### config.mk
export PLATFORM = sky130hd
export DESIGN_NAME = opb_adc3w_ctrl
export DESIGN_NICKNAME = d
export VERILOG_FILES = /design/src/design/adc3w_pkg.sv /design/src/design/adc3w_cmd_if.sv /design/src/design/adc3w_cfg_if.sv /design/src/design/opb_adc3w_ctrl.sv /design/src/design/adc3wire_engine.sv /design/src/design/adc_cmd_slot.sv /design/src/design/opb_adc_regs.sv
export VERILOG_INCLUDE_DIRS = /design/src /design/src/design
export SDC_FILE = /design/constraint.sdc
export NUM_CORES = 1
export LEC_CHECK = 0
export ABC_AREA = 1
export CAP_MARGIN = 15
export CORE_MARGIN = 8
export CORE_UTILIZATION = 40
export CTS_CLUSTER_DIAMETER = 200
export DETAILED_ROUTE_END_ITERATION = 10
export DONT_BUFFER_PORTS = 1
export PLACE_DENSITY = 0.61
export SYNTH_ARGS = -nofsm -noshare
export SYNTH_HDL_FRONTEND = slang
export SYNTH_SLANG_ARGS = --single-unit
### constraint.sdc
create_clock -name OPB_Clk -period 4.15 [get_ports OPB_Clk]
set_input_delay 0.2075 -clock OPB_Clk [delete_from_list [all_inputs] [get_ports OPB_Clk]]
set_output_delay 0.2075 -clock OPB_Clk [all_outputs]
set_load 0.01 [all_outputs]
### src/design/adc3w_defs.svh
////////////////////////////////////////
// adc three-wire controller constants
// bus window, register map, serial timing
////////////////////////////////////////
`ifndef ADC3W_DEFS_SVH
`define ADC3W_DEFS_SVH

`define ADC3W_BASE_ADDR 32'h0001_0000
`define ADC3W_HIGH_ADDR 32'h0001_FFFF

`define ADC3W_REG_CTRL 30'd0
`define ADC3W_REG_CFG 30'd1
`define ADC3W_REG_STAT 30'd2

`define ADC3W_DIV_BITS 5     // 32 bus clocks per serial bit
`define ADC3W_PH_FALL 5'd0
`define ADC3W_PH_PRERISE 5'd15
`define ADC3W_PH_MIDHIGH 5'd24

`define ADC3W_RST_LEN 5'd16

`endif
### src/design/adc3w_pkg.sv
////////////////////////////////////////
// adc three-wire controller types
////////////////////////////////////////
package adc3w_pkg;

  typedef enum logic [3:0] {
    cfg_idle,
    cfg_clkwait,
    cfg_readwait,
    cfg_data_addr,
    cfg_data_write,
    cfg_data_read,
    cfg_almost_done,
    cfg_finish
  } cfg_state_e;

  typedef enum logic [1:0] {
    sel_ctrl,
    sel_cfg,
    sel_stat,
    sel_none
  } reg_sel_e;

  typedef struct packed {
    logic [7:0]  addr;   // bit 7 set for write
    logic [15:0] data;
  } cfg_cmd_t;

endpackage

### src/design/adc3w_cmd_if.sv
////////////////////////////////////////
// serial command channel, slot to engine
////////////////////////////////////////
interface adc3w_cmd_if;
  import adc3w_pkg::*;

  logic        start;   // only while idle
  cfg_cmd_t    cmd;
  logic        idle;
  logic [15:0] rdata;   // valid with done
  logic        done;

  modport issuer (
    output start, cmd,
    input  idle, rdata, done
  );

  modport handler (
    input  start, cmd,
    output idle, rdata, done
  );

endinterface

### src/design/adc3w_cfg_if.sv
////////////////////////////////////////
// config register traffic, decoder to slot
////////////////////////////////////////
interface adc3w_cfg_if;

  logic        wr;      // single cycle strobe
  logic [3:0]  be;
  logic [31:0] wdata;
  logic [31:0] status;  // {rdata, addr, 7'b0, ready}
  logic        ready;

  modport decoder (
    output wr, be, wdata,
    input  status, ready
  );

  modport slot (
    input  wr, be, wdata,
    output status, ready
  );

endinterface

### src/design/opb_adc3w_ctrl.sv
////////////////////////////////////////
// opb controller for one adc, top level
////////////////////////////////////////
module opb_adc3w_ctrl (
  input  logic        OPB_Clk,
  input  logic        rst_n,
  input  logic [31:0] opb_abus,
  input  logic [3:0]  opb_be,
  input  logic [31:0] opb_dbus,
  input  logic        opb_rnw,
  input  logic        opb_select,
  output logic [31:0] sl_dbus,
  output logic        sl_xfer_ack,
  output logic        adc_reset,
  input  logic        adc_dcm_locked,
  output logic        adc_sclk,
  output logic        adc_sdata,
  input  logic        adc_sdata_in,
  output logic        adc_modepin
);

  adc3w_cfg_if cfg_bus ();
  adc3w_cmd_if cmd_bus ();

  opb_adc_regs regs0 (
    .OPB_Clk        (OPB_Clk),
    .rst_n          (rst_n),
    .opb_abus       (opb_abus),
    .opb_be         (opb_be),
    .opb_dbus       (opb_dbus),
    .opb_rnw        (opb_rnw),
    .opb_select     (opb_select),
    .sl_dbus        (sl_dbus),
    .sl_xfer_ack    (sl_xfer_ack),
    .adc_reset      (adc_reset),
    .adc_dcm_locked (adc_dcm_locked),
    .cfg            (cfg_bus.decoder)
  );

  adc_cmd_slot slot0 (
    .OPB_Clk (OPB_Clk),
    .rst_n   (rst_n),
    .cfg     (cfg_bus.slot),
    .cmd     (cmd_bus.issuer)
  );

  adc3wire_engine engine0 (
    .OPB_Clk      (OPB_Clk),
    .rst_n        (rst_n),
    .cmd          (cmd_bus.handler),
    .adc_sclk     (adc_sclk),
    .adc_sdata    (adc_sdata),
    .adc_sdata_in (adc_sdata_in),
    .adc_modepin  (adc_modepin)
  );

endmodule

### src/design/adc3wire_engine.sv
////////////////////////////////////////
// adc three-wire serial engine
// bit clock divider and shift registers
////////////////////////////////////////
`include "adc3w_defs.svh"

module adc3wire_engine (
  input  logic         OPB_Clk,
  input  logic         rst_n,
  adc3w_cmd_if.handler cmd,
  output logic         adc_sclk,
  output logic         adc_sdata,
  input  logic         adc_sdata_in,
  output logic         adc_modepin
);
  import adc3w_pkg::*;

  cfg_state_e                 state;
  logic [`ADC3W_DIV_BITS-1:0] div_cnt;
  logic                       ph_fall;
  logic                       ph_prerise;
  logic                       ph_midhigh;
  logic                       sample_en;
  cfg_cmd_t                   shift_q;
  logic [15:0]                rd_shift;
  logic [4:0]                 progress;
  logic                       writing;
  logic                       done_q;

  assign ph_fall    = (div_cnt == `ADC3W_PH_FALL);
  assign ph_prerise = (div_cnt == `ADC3W_PH_PRERISE);
  assign ph_midhigh = (div_cnt == `ADC3W_PH_MIDHIGH);

  always_ff @(posedge OPB_Clk or negedge rst_n) begin
    if (!rst_n) begin
      div_cnt <= '0;
    end else if (state == cfg_idle) begin
      div_cnt <= '0;
    end else begin
      div_cnt <= div_cnt + 1'b1;
    end
  end

  // 16 samples, progress runs 8..23
  assign sample_en = (state == cfg_data_read) && ph_prerise;

  always_ff @(posedge OPB_Clk or negedge rst_n) begin
    if (!rst_n) begin
      state    <= cfg_idle;
      shift_q  <= '0;
      progress <= '0;
      writing  <= 1'b0;
      done_q   <= 1'b0;
    end else begin
      done_q <= 1'b0;
      case (state)
        cfg_idle: begin
          if (cmd.start) begin
            state   <= cfg_clkwait;
            shift_q <= cmd.cmd;
            writing <= cmd.cmd.addr[7];
          end
        end
        cfg_clkwait: begin
          if (ph_fall) begin
            state    <= cfg_data_addr;
            progress <= '0;
          end
        end
        cfg_data_addr: begin
          if (ph_fall) begin
            shift_q  <= {shift_q[22:0], 1'b0};
            progress <= progress + 1'b1;
            if (progress == 5'd7) begin
              state <= writing ? cfg_data_write : cfg_readwait;
            end
          end
        end
        cfg_data_write: begin
          if (ph_fall) begin
            shift_q  <= {shift_q[22:0], 1'b0};
            progress <= progress + 1'b1;
          end
          if (ph_midhigh && (progress == 5'd23)) begin
            state <= cfg_almost_done;
          end
        end
        cfg_readwait: begin
          if (ph_fall) begin
            state <= cfg_data_read;  // turnaround bit, clock held low
          end
        end
        cfg_data_read: begin
          if (sample_en) begin
            progress <= progress + 1'b1;
          end
          if (ph_midhigh && (progress == 5'd24)) begin
            state <= cfg_almost_done;
          end
        end
        cfg_almost_done: begin
          if (ph_prerise) begin
            state <= cfg_finish;
          end
        end
        cfg_finish: begin
          if (ph_fall) begin
            state  <= cfg_idle;
            done_q <= 1'b1;
          end
        end
        default: state <= cfg_idle;
      endcase
    end
  end

  always_ff @(posedge OPB_Clk) begin
    if ((state == cfg_idle) && cmd.start) begin
      rd_shift <= '0;
    end else if (sample_en) begin
      rd_shift <= {rd_shift[14:0], adc_sdata_in};  // msb first
    end
  end

  assign cmd.idle  = (state == cfg_idle);
  assign cmd.rdata = rd_shift;
  assign cmd.done  = done_q;

  assign adc_sdata   = shift_q[23];
  assign adc_sclk    = div_cnt[`ADC3W_DIV_BITS-1] &&
                       (state != cfg_readwait) && (state != cfg_finish);
  assign adc_modepin = !(state inside {cfg_data_addr, cfg_data_write,
                                       cfg_readwait, cfg_data_read});

  sclk_quiet: assert property (@(posedge OPB_Clk) disable iff (!rst_n)
    (state == cfg_idle) |-> !adc_sclk);

endmodule

### src/design/adc_cmd_slot.sv
////////////////////////////////////////
// pending serial command and readback
////////////////////////////////////////
module adc_cmd_slot (
  input  logic        OPB_Clk,
  input  logic        rst_n,
  adc3w_cfg_if.slot   cfg,
  adc3w_cmd_if.issuer cmd
);
  import adc3w_pkg::*;

  cfg_cmd_t    pend;
  logic        start_q;
  logic [15:0] rdata_q;

  always_ff @(posedge OPB_Clk or negedge rst_n) begin
    if (!rst_n) begin
      start_q <= 1'b0;
      pend    <= '0;
      rdata_q <= '0;
    end else begin
      start_q <= cfg.wr && cfg.be[0] && cfg.wdata[0];
      if (cfg.wr && cfg.be[1]) begin
        pend.addr <= cfg.wdata[15:8];
      end
      if (cfg.wr && cfg.be[2]) begin
        pend.data[7:0] <= cfg.wdata[23:16];
      end
      if (cfg.wr && cfg.be[3]) begin
        pend.data[15:8] <= cfg.wdata[31:24];
      end
      if (cmd.done) begin
        rdata_q <= cmd.rdata;
      end
    end
  end

  assign cmd.start = start_q;
  assign cmd.cmd   = pend;

  // held low through done so status carries the new rdata
  assign cfg.ready  = cmd.idle && !start_q && !cmd.done;
  assign cfg.status = {rdata_q, pend.addr, 7'b0, cfg.ready};

  start_when_idle: assert property (@(posedge OPB_Clk) disable iff (!rst_n)
    cmd.start |-> cmd.idle);

endmodule

### src/design/opb_adc_regs.sv
////////////////////////////////////////
// adc controller bus slave
// decode, ack, reset stretch, unlock count
////////////////////////////////////////
`include "adc3w_defs.svh"

module opb_adc_regs (
  input  logic        OPB_Clk,
  input  logic        rst_n,
  input  logic [31:0] opb_abus,
  input  logic [3:0]  opb_be,
  input  logic [31:0] opb_dbus,
  input  logic        opb_rnw,
  input  logic        opb_select,
  output logic [31:0] sl_dbus,
  output logic        sl_xfer_ack,
  output logic        adc_reset,
  input  logic        adc_dcm_locked,
  adc3w_cfg_if.decoder cfg
);
  import adc3w_pkg::*;

  reg_sel_e    sel;
  logic [31:0] offset;
  logic        in_window;
  logic        ack_go;
  logic        rst_req;
  logic [31:0] rd_word;
  logic [31:0] dout_q;
  logic [4:0]  rst_cnt;
  logic [15:0] unlock_cnt;

  assign in_window = (opb_abus >= `ADC3W_BASE_ADDR) && (opb_abus <= `ADC3W_HIGH_ADDR);
  assign offset    = opb_abus - `ADC3W_BASE_ADDR;

  always_comb begin
    case (offset[31:2])
      `ADC3W_REG_CTRL: sel = sel_ctrl;
      `ADC3W_REG_CFG:  sel = sel_cfg;
      `ADC3W_REG_STAT: sel = sel_stat;
      default:         sel = sel_none;
    endcase
  end

  // cfg access waits for the engine
  assign ack_go = opb_select && in_window && !sl_xfer_ack &&
                  ((sel != sel_cfg) || cfg.ready);

  assign rst_req = ack_go && !opb_rnw && (sel == sel_ctrl) && opb_be[0] && opb_dbus[0];

  always_comb begin
    case (sel)
      sel_ctrl: rd_word = {31'b0, adc_reset};
      sel_cfg:  rd_word = cfg.status;
      sel_stat: rd_word = {16'b0, unlock_cnt};
      default:  rd_word = '0;
    endcase
  end

  always_ff @(posedge OPB_Clk or negedge rst_n) begin
    if (!rst_n) begin
      sl_xfer_ack <= 1'b0;
      cfg.wr      <= 1'b0;
    end else begin
      sl_xfer_ack <= ack_go;
      cfg.wr      <= ack_go && !opb_rnw && (sel == sel_cfg);
    end
  end

  always_ff @(posedge OPB_Clk) begin
    if (ack_go) begin
      dout_q    <= opb_rnw ? rd_word : '0;
      cfg.be    <= opb_be;
      cfg.wdata <= opb_dbus;
    end
  end

  assign sl_dbus = sl_xfer_ack ? dout_q : '0;

  always_ff @(posedge OPB_Clk or negedge rst_n) begin
    if (!rst_n) begin
      rst_cnt <= `ADC3W_RST_LEN;  // pulse out of reset too
    end else if (rst_req) begin
      rst_cnt <= `ADC3W_RST_LEN;
    end else if (rst_cnt != '0) begin
      rst_cnt <= rst_cnt - 1'b1;
    end
  end

  assign adc_reset = (rst_cnt != '0);

  always_ff @(posedge OPB_Clk or negedge rst_n) begin
    if (!rst_n) begin
      unlock_cnt <= '0;
    end else if (!adc_dcm_locked) begin
      unlock_cnt <= unlock_cnt + 1'b1;  // wraps
    end
  end

  wr_when_ready: assert property (@(posedge OPB_Clk) disable iff (!rst_n)
    cfg.wr |-> cfg.ready);

endmodule

==> flow_summary.toml <==
[synth]
synth_area_leaders = "dfrtp_1 31%, edfxtp_1 22%, nand2_1 9.1%"
yosysUniqueCellTypes = 45
syn-cell-area_um2 = 8264
yosys_warnings = 0
netlist.area_leader.share = 0.3089
avgSynthCellArea_um2 = 9.349
syn_inst = 884
yosys.area.top_type = "dfrtp_1"
ys_seq_area_frac = 0.5724
async_flop_share = 0.5722
synth_ff_type = "dfrtp_1"
synth-edff-count = 61
ys_ff_latch = 180
syn_nets = 969

[power_and_ir_drop]
ir_worst_vdd_mv = 0.2767
leakage_nw = 4.315
powerDensity_nw_per_um2 = 387.5

[die]
core_area_um2 = 20230
rows = 52
start_util = 0.4084
die_w_um = 159.7
die_area_um2 = 25520
die_height_um = 159.7
io_pins = 111

[timing]
min_period_ns = 2.734
relSlewSlack = 0.3691
post-route-period-util = 0.6588
tightest_slew_ns = 0.9464
hold_violations = 0
timing.fmax_ghz = 0.3657
maxSlewViolCount = 0
fin_setup_tns_ns = 0
setup_viol = 0
rsz0062_at_grt = "false"
clock_skew_ns = 0.01457

[clock_tree]
post_cts_resized = 0
clockRootBuffer = "clkbuf_16"
clock-sinks = 180
htreeDepth = 4
clk_path_buf_depth = 2
clkSlewWorstSetupHoldPaths_ns = 0.07
cts_made_buffers = 17
cts_tree = "yes"
clock_latency_ns = 0.43

[routing]
ant_nets = 0
wl_per_cell_um = 14.01
wl_um = 16810
vias = 5799
first_pass_iters = 4
viasPerCell = 4.833
initialDrtViolationCount = 443
drcViolationCount = 0

[cells_and_area]
fin_nets = 1002
ff_latch_area_um2 = 4731
multi_input_area_um2 = 2950
mostFrequentLayoutCell = "nand2_1"
drive_gt1_frac = 0.1032
area_growth_pct = 14.75
fillers = 1902
final_cell_mix = "200 x nand2_1, 123 x inv_1, 102 x dfrtp_1"
diodes = 0
final_util = 0.4687

[grt]
antenna_found_initial = 0
grt_overflow = 0
grt_pass1_wl_um = 28290
grt_use_total = 0.1355
grt_pass1_vias = 5799
grt_max_degree = 104

[outcome]
outcome = "finished, final reports clean"

[worst_setup_path]
worst-path-max-fanout = 53
worstPathArrival_ns = 2.80
worst_setup_path_start_kind = "flip-flop"
worstSetupPathType = "reg2reg"
required_ns = 4.21
setup.worst_path.end_class = "flip-flop"

[flow_run]
drv_cap = 0

[worst_hold_path]
min_path_type = "in2reg"

[place]
hpwl_um = 11590
portBuffers = 0
globalplace.congestion = 0.8586
[through the flow]
| stage | cell area (um2) | setup WS, ns | hold WS [ns] | power, mW | instances |
|---|---|---|---|---|---|
| floorplan | 8264 | 1.134 | -0.08809 | 2.033 | 884 |
| global placement | 8532 | 1.433 | -0.08245 | 2.059 | 1134 |
| detailed placement | 8532 | 1.402 | -0.08332 | 2.065 | 1134 |
| CTS | 9483 | 1.384 | 0.006402 | 3.714 | 1200 |
| global route | 9483 | 1.252 | 0.02167 | 3.819 | 1200 |
| finish | 9483 | 1.416 | 0.02405 | 3.675 | 1200 |
[layer usage]
metal,vias to the layer above,GRT usage,share of wire
met5,-,0,0
met4,0,0.04631,0.016
met3,18,0.03111,0.044
met2,91,0.2306,0.50
met1,2772,0.1664,0.44
li1,2918,-,-
[timing repair]
| item | CTS | global route |
|---|---|---|
| hold buffers | 34 | 0 |
| setup endpoints to repair | 0 | 0 |
| endpoints found under the hold margin | 135 | 0 |
| setup buffers | 0 | 0 |
[registers in the layout, summed over array words and instances (netlist names), 8 cells and up]
signal             count
slot0.rdata_q         16
regs0.dout_q          32
regs0.cfg.wdata       25
slot0.cmd.cmd         16
regs0.unlock_cnt      16
engine0.cmd.rdata     16
engine0.shift_q       23
slot0.cfg.status       8
[worst max-delay path: stages, from the launching register on]
cell     delay (ns)
dfrtp_1        0.47
nor2_1         0.27
nand2_1        0.15
nor2_1         0.11
inv_1          0.06
nor2_1         0.29
o21a_2         0.34
buf_4          0.64
[cell families (layout without fill, tap and decap cells)]
kind of cell / Yosys count / in the layout / share of synthesized area
and+or+nand+nor: 417 / 417 / 0.2303
DFF: 180 / 180 / 0.5724
buffers and inverters: 151 / 197 / 0.07207
AOI/OAI and AO/OA: 84 / 84 / 0.05814
muxes: 23 / 23 / 0.03134
xor gates and xnor gates: 18 / 18 / 0.01908
adders and majority gates: 11 / 11 / 0.01665
[report_power, final]
part | internal [mW] | switching [mW]
clock | 0.860 | 0.739
combinational | 0.0741 | 0.108
sequential | 1.86 | 0.0307
total | 2.80 | 0.877
[cell usage after synthesis, types with 2 or more instances]
master and n:
nand4_1 10, nand3b_1 3, dfxtp_1 16, mux2_2 23, nor2_2 2, nand3_1 51, nor3b_1 2, a21oi_1 24
nand2_1 200, a31oi_1 24, o21ai_0 28, nor2_1 100, and2_1 2, clkbuf_1 15, nor4_1 6, nor2_4 14
inv_2 2, nor3_1 14, buf_2 8, nand2_2 3, edfxtp_1 61, xnor2_1 5, or2_2 2, ha_1 11
inv_1 123, xor2_1 13, nand2_4 3, dfrtp_1 102
[cell type report]
type,instances,area share
Timing Repair Buffer,39,0.04169
Sequential cell,180,0.4989
Inverter,126,0.05014
Multi-Input combinational cell,553,0.3111
Clock inverter,14,0.01728
Tap cell,270,0.03562
Clock buffer,18,0.04526
[worst paths after layout]
check,cells past startpoint,slack (ns),start,endpoint
setup / recovery,7,1.42,engine0.state[0]$_DFFE_PN0P_,regs0.dout_q[24]$_SDFFCE_PN0N_
hold / removal,3,0.02,adc_dcm_locked,regs0.unlock_cnt[1]$_DFFE_PN0N_
setup reg to reg,7,1.42,engine0.state[0]$_DFFE_PN0P_,regs0.dout_q[24]$_SDFFCE_PN0N_
hold reg to reg,2,0.46,engine0.cmd.rdata[15]$_SDFFE_PP0P_,slot0.rdata_q[15]$_DFFE_PN0P_
max in group asynchronous,2,3.35,rst_n,regs0.rst_cnt[4]$_DFFE_PN1P_
min in group asynchronous,2,0.34,rst_n,slot0.rdata_q[4]$_DFFE_PN0P_
No activity file was read; power rests on OpenSTA's default activity.
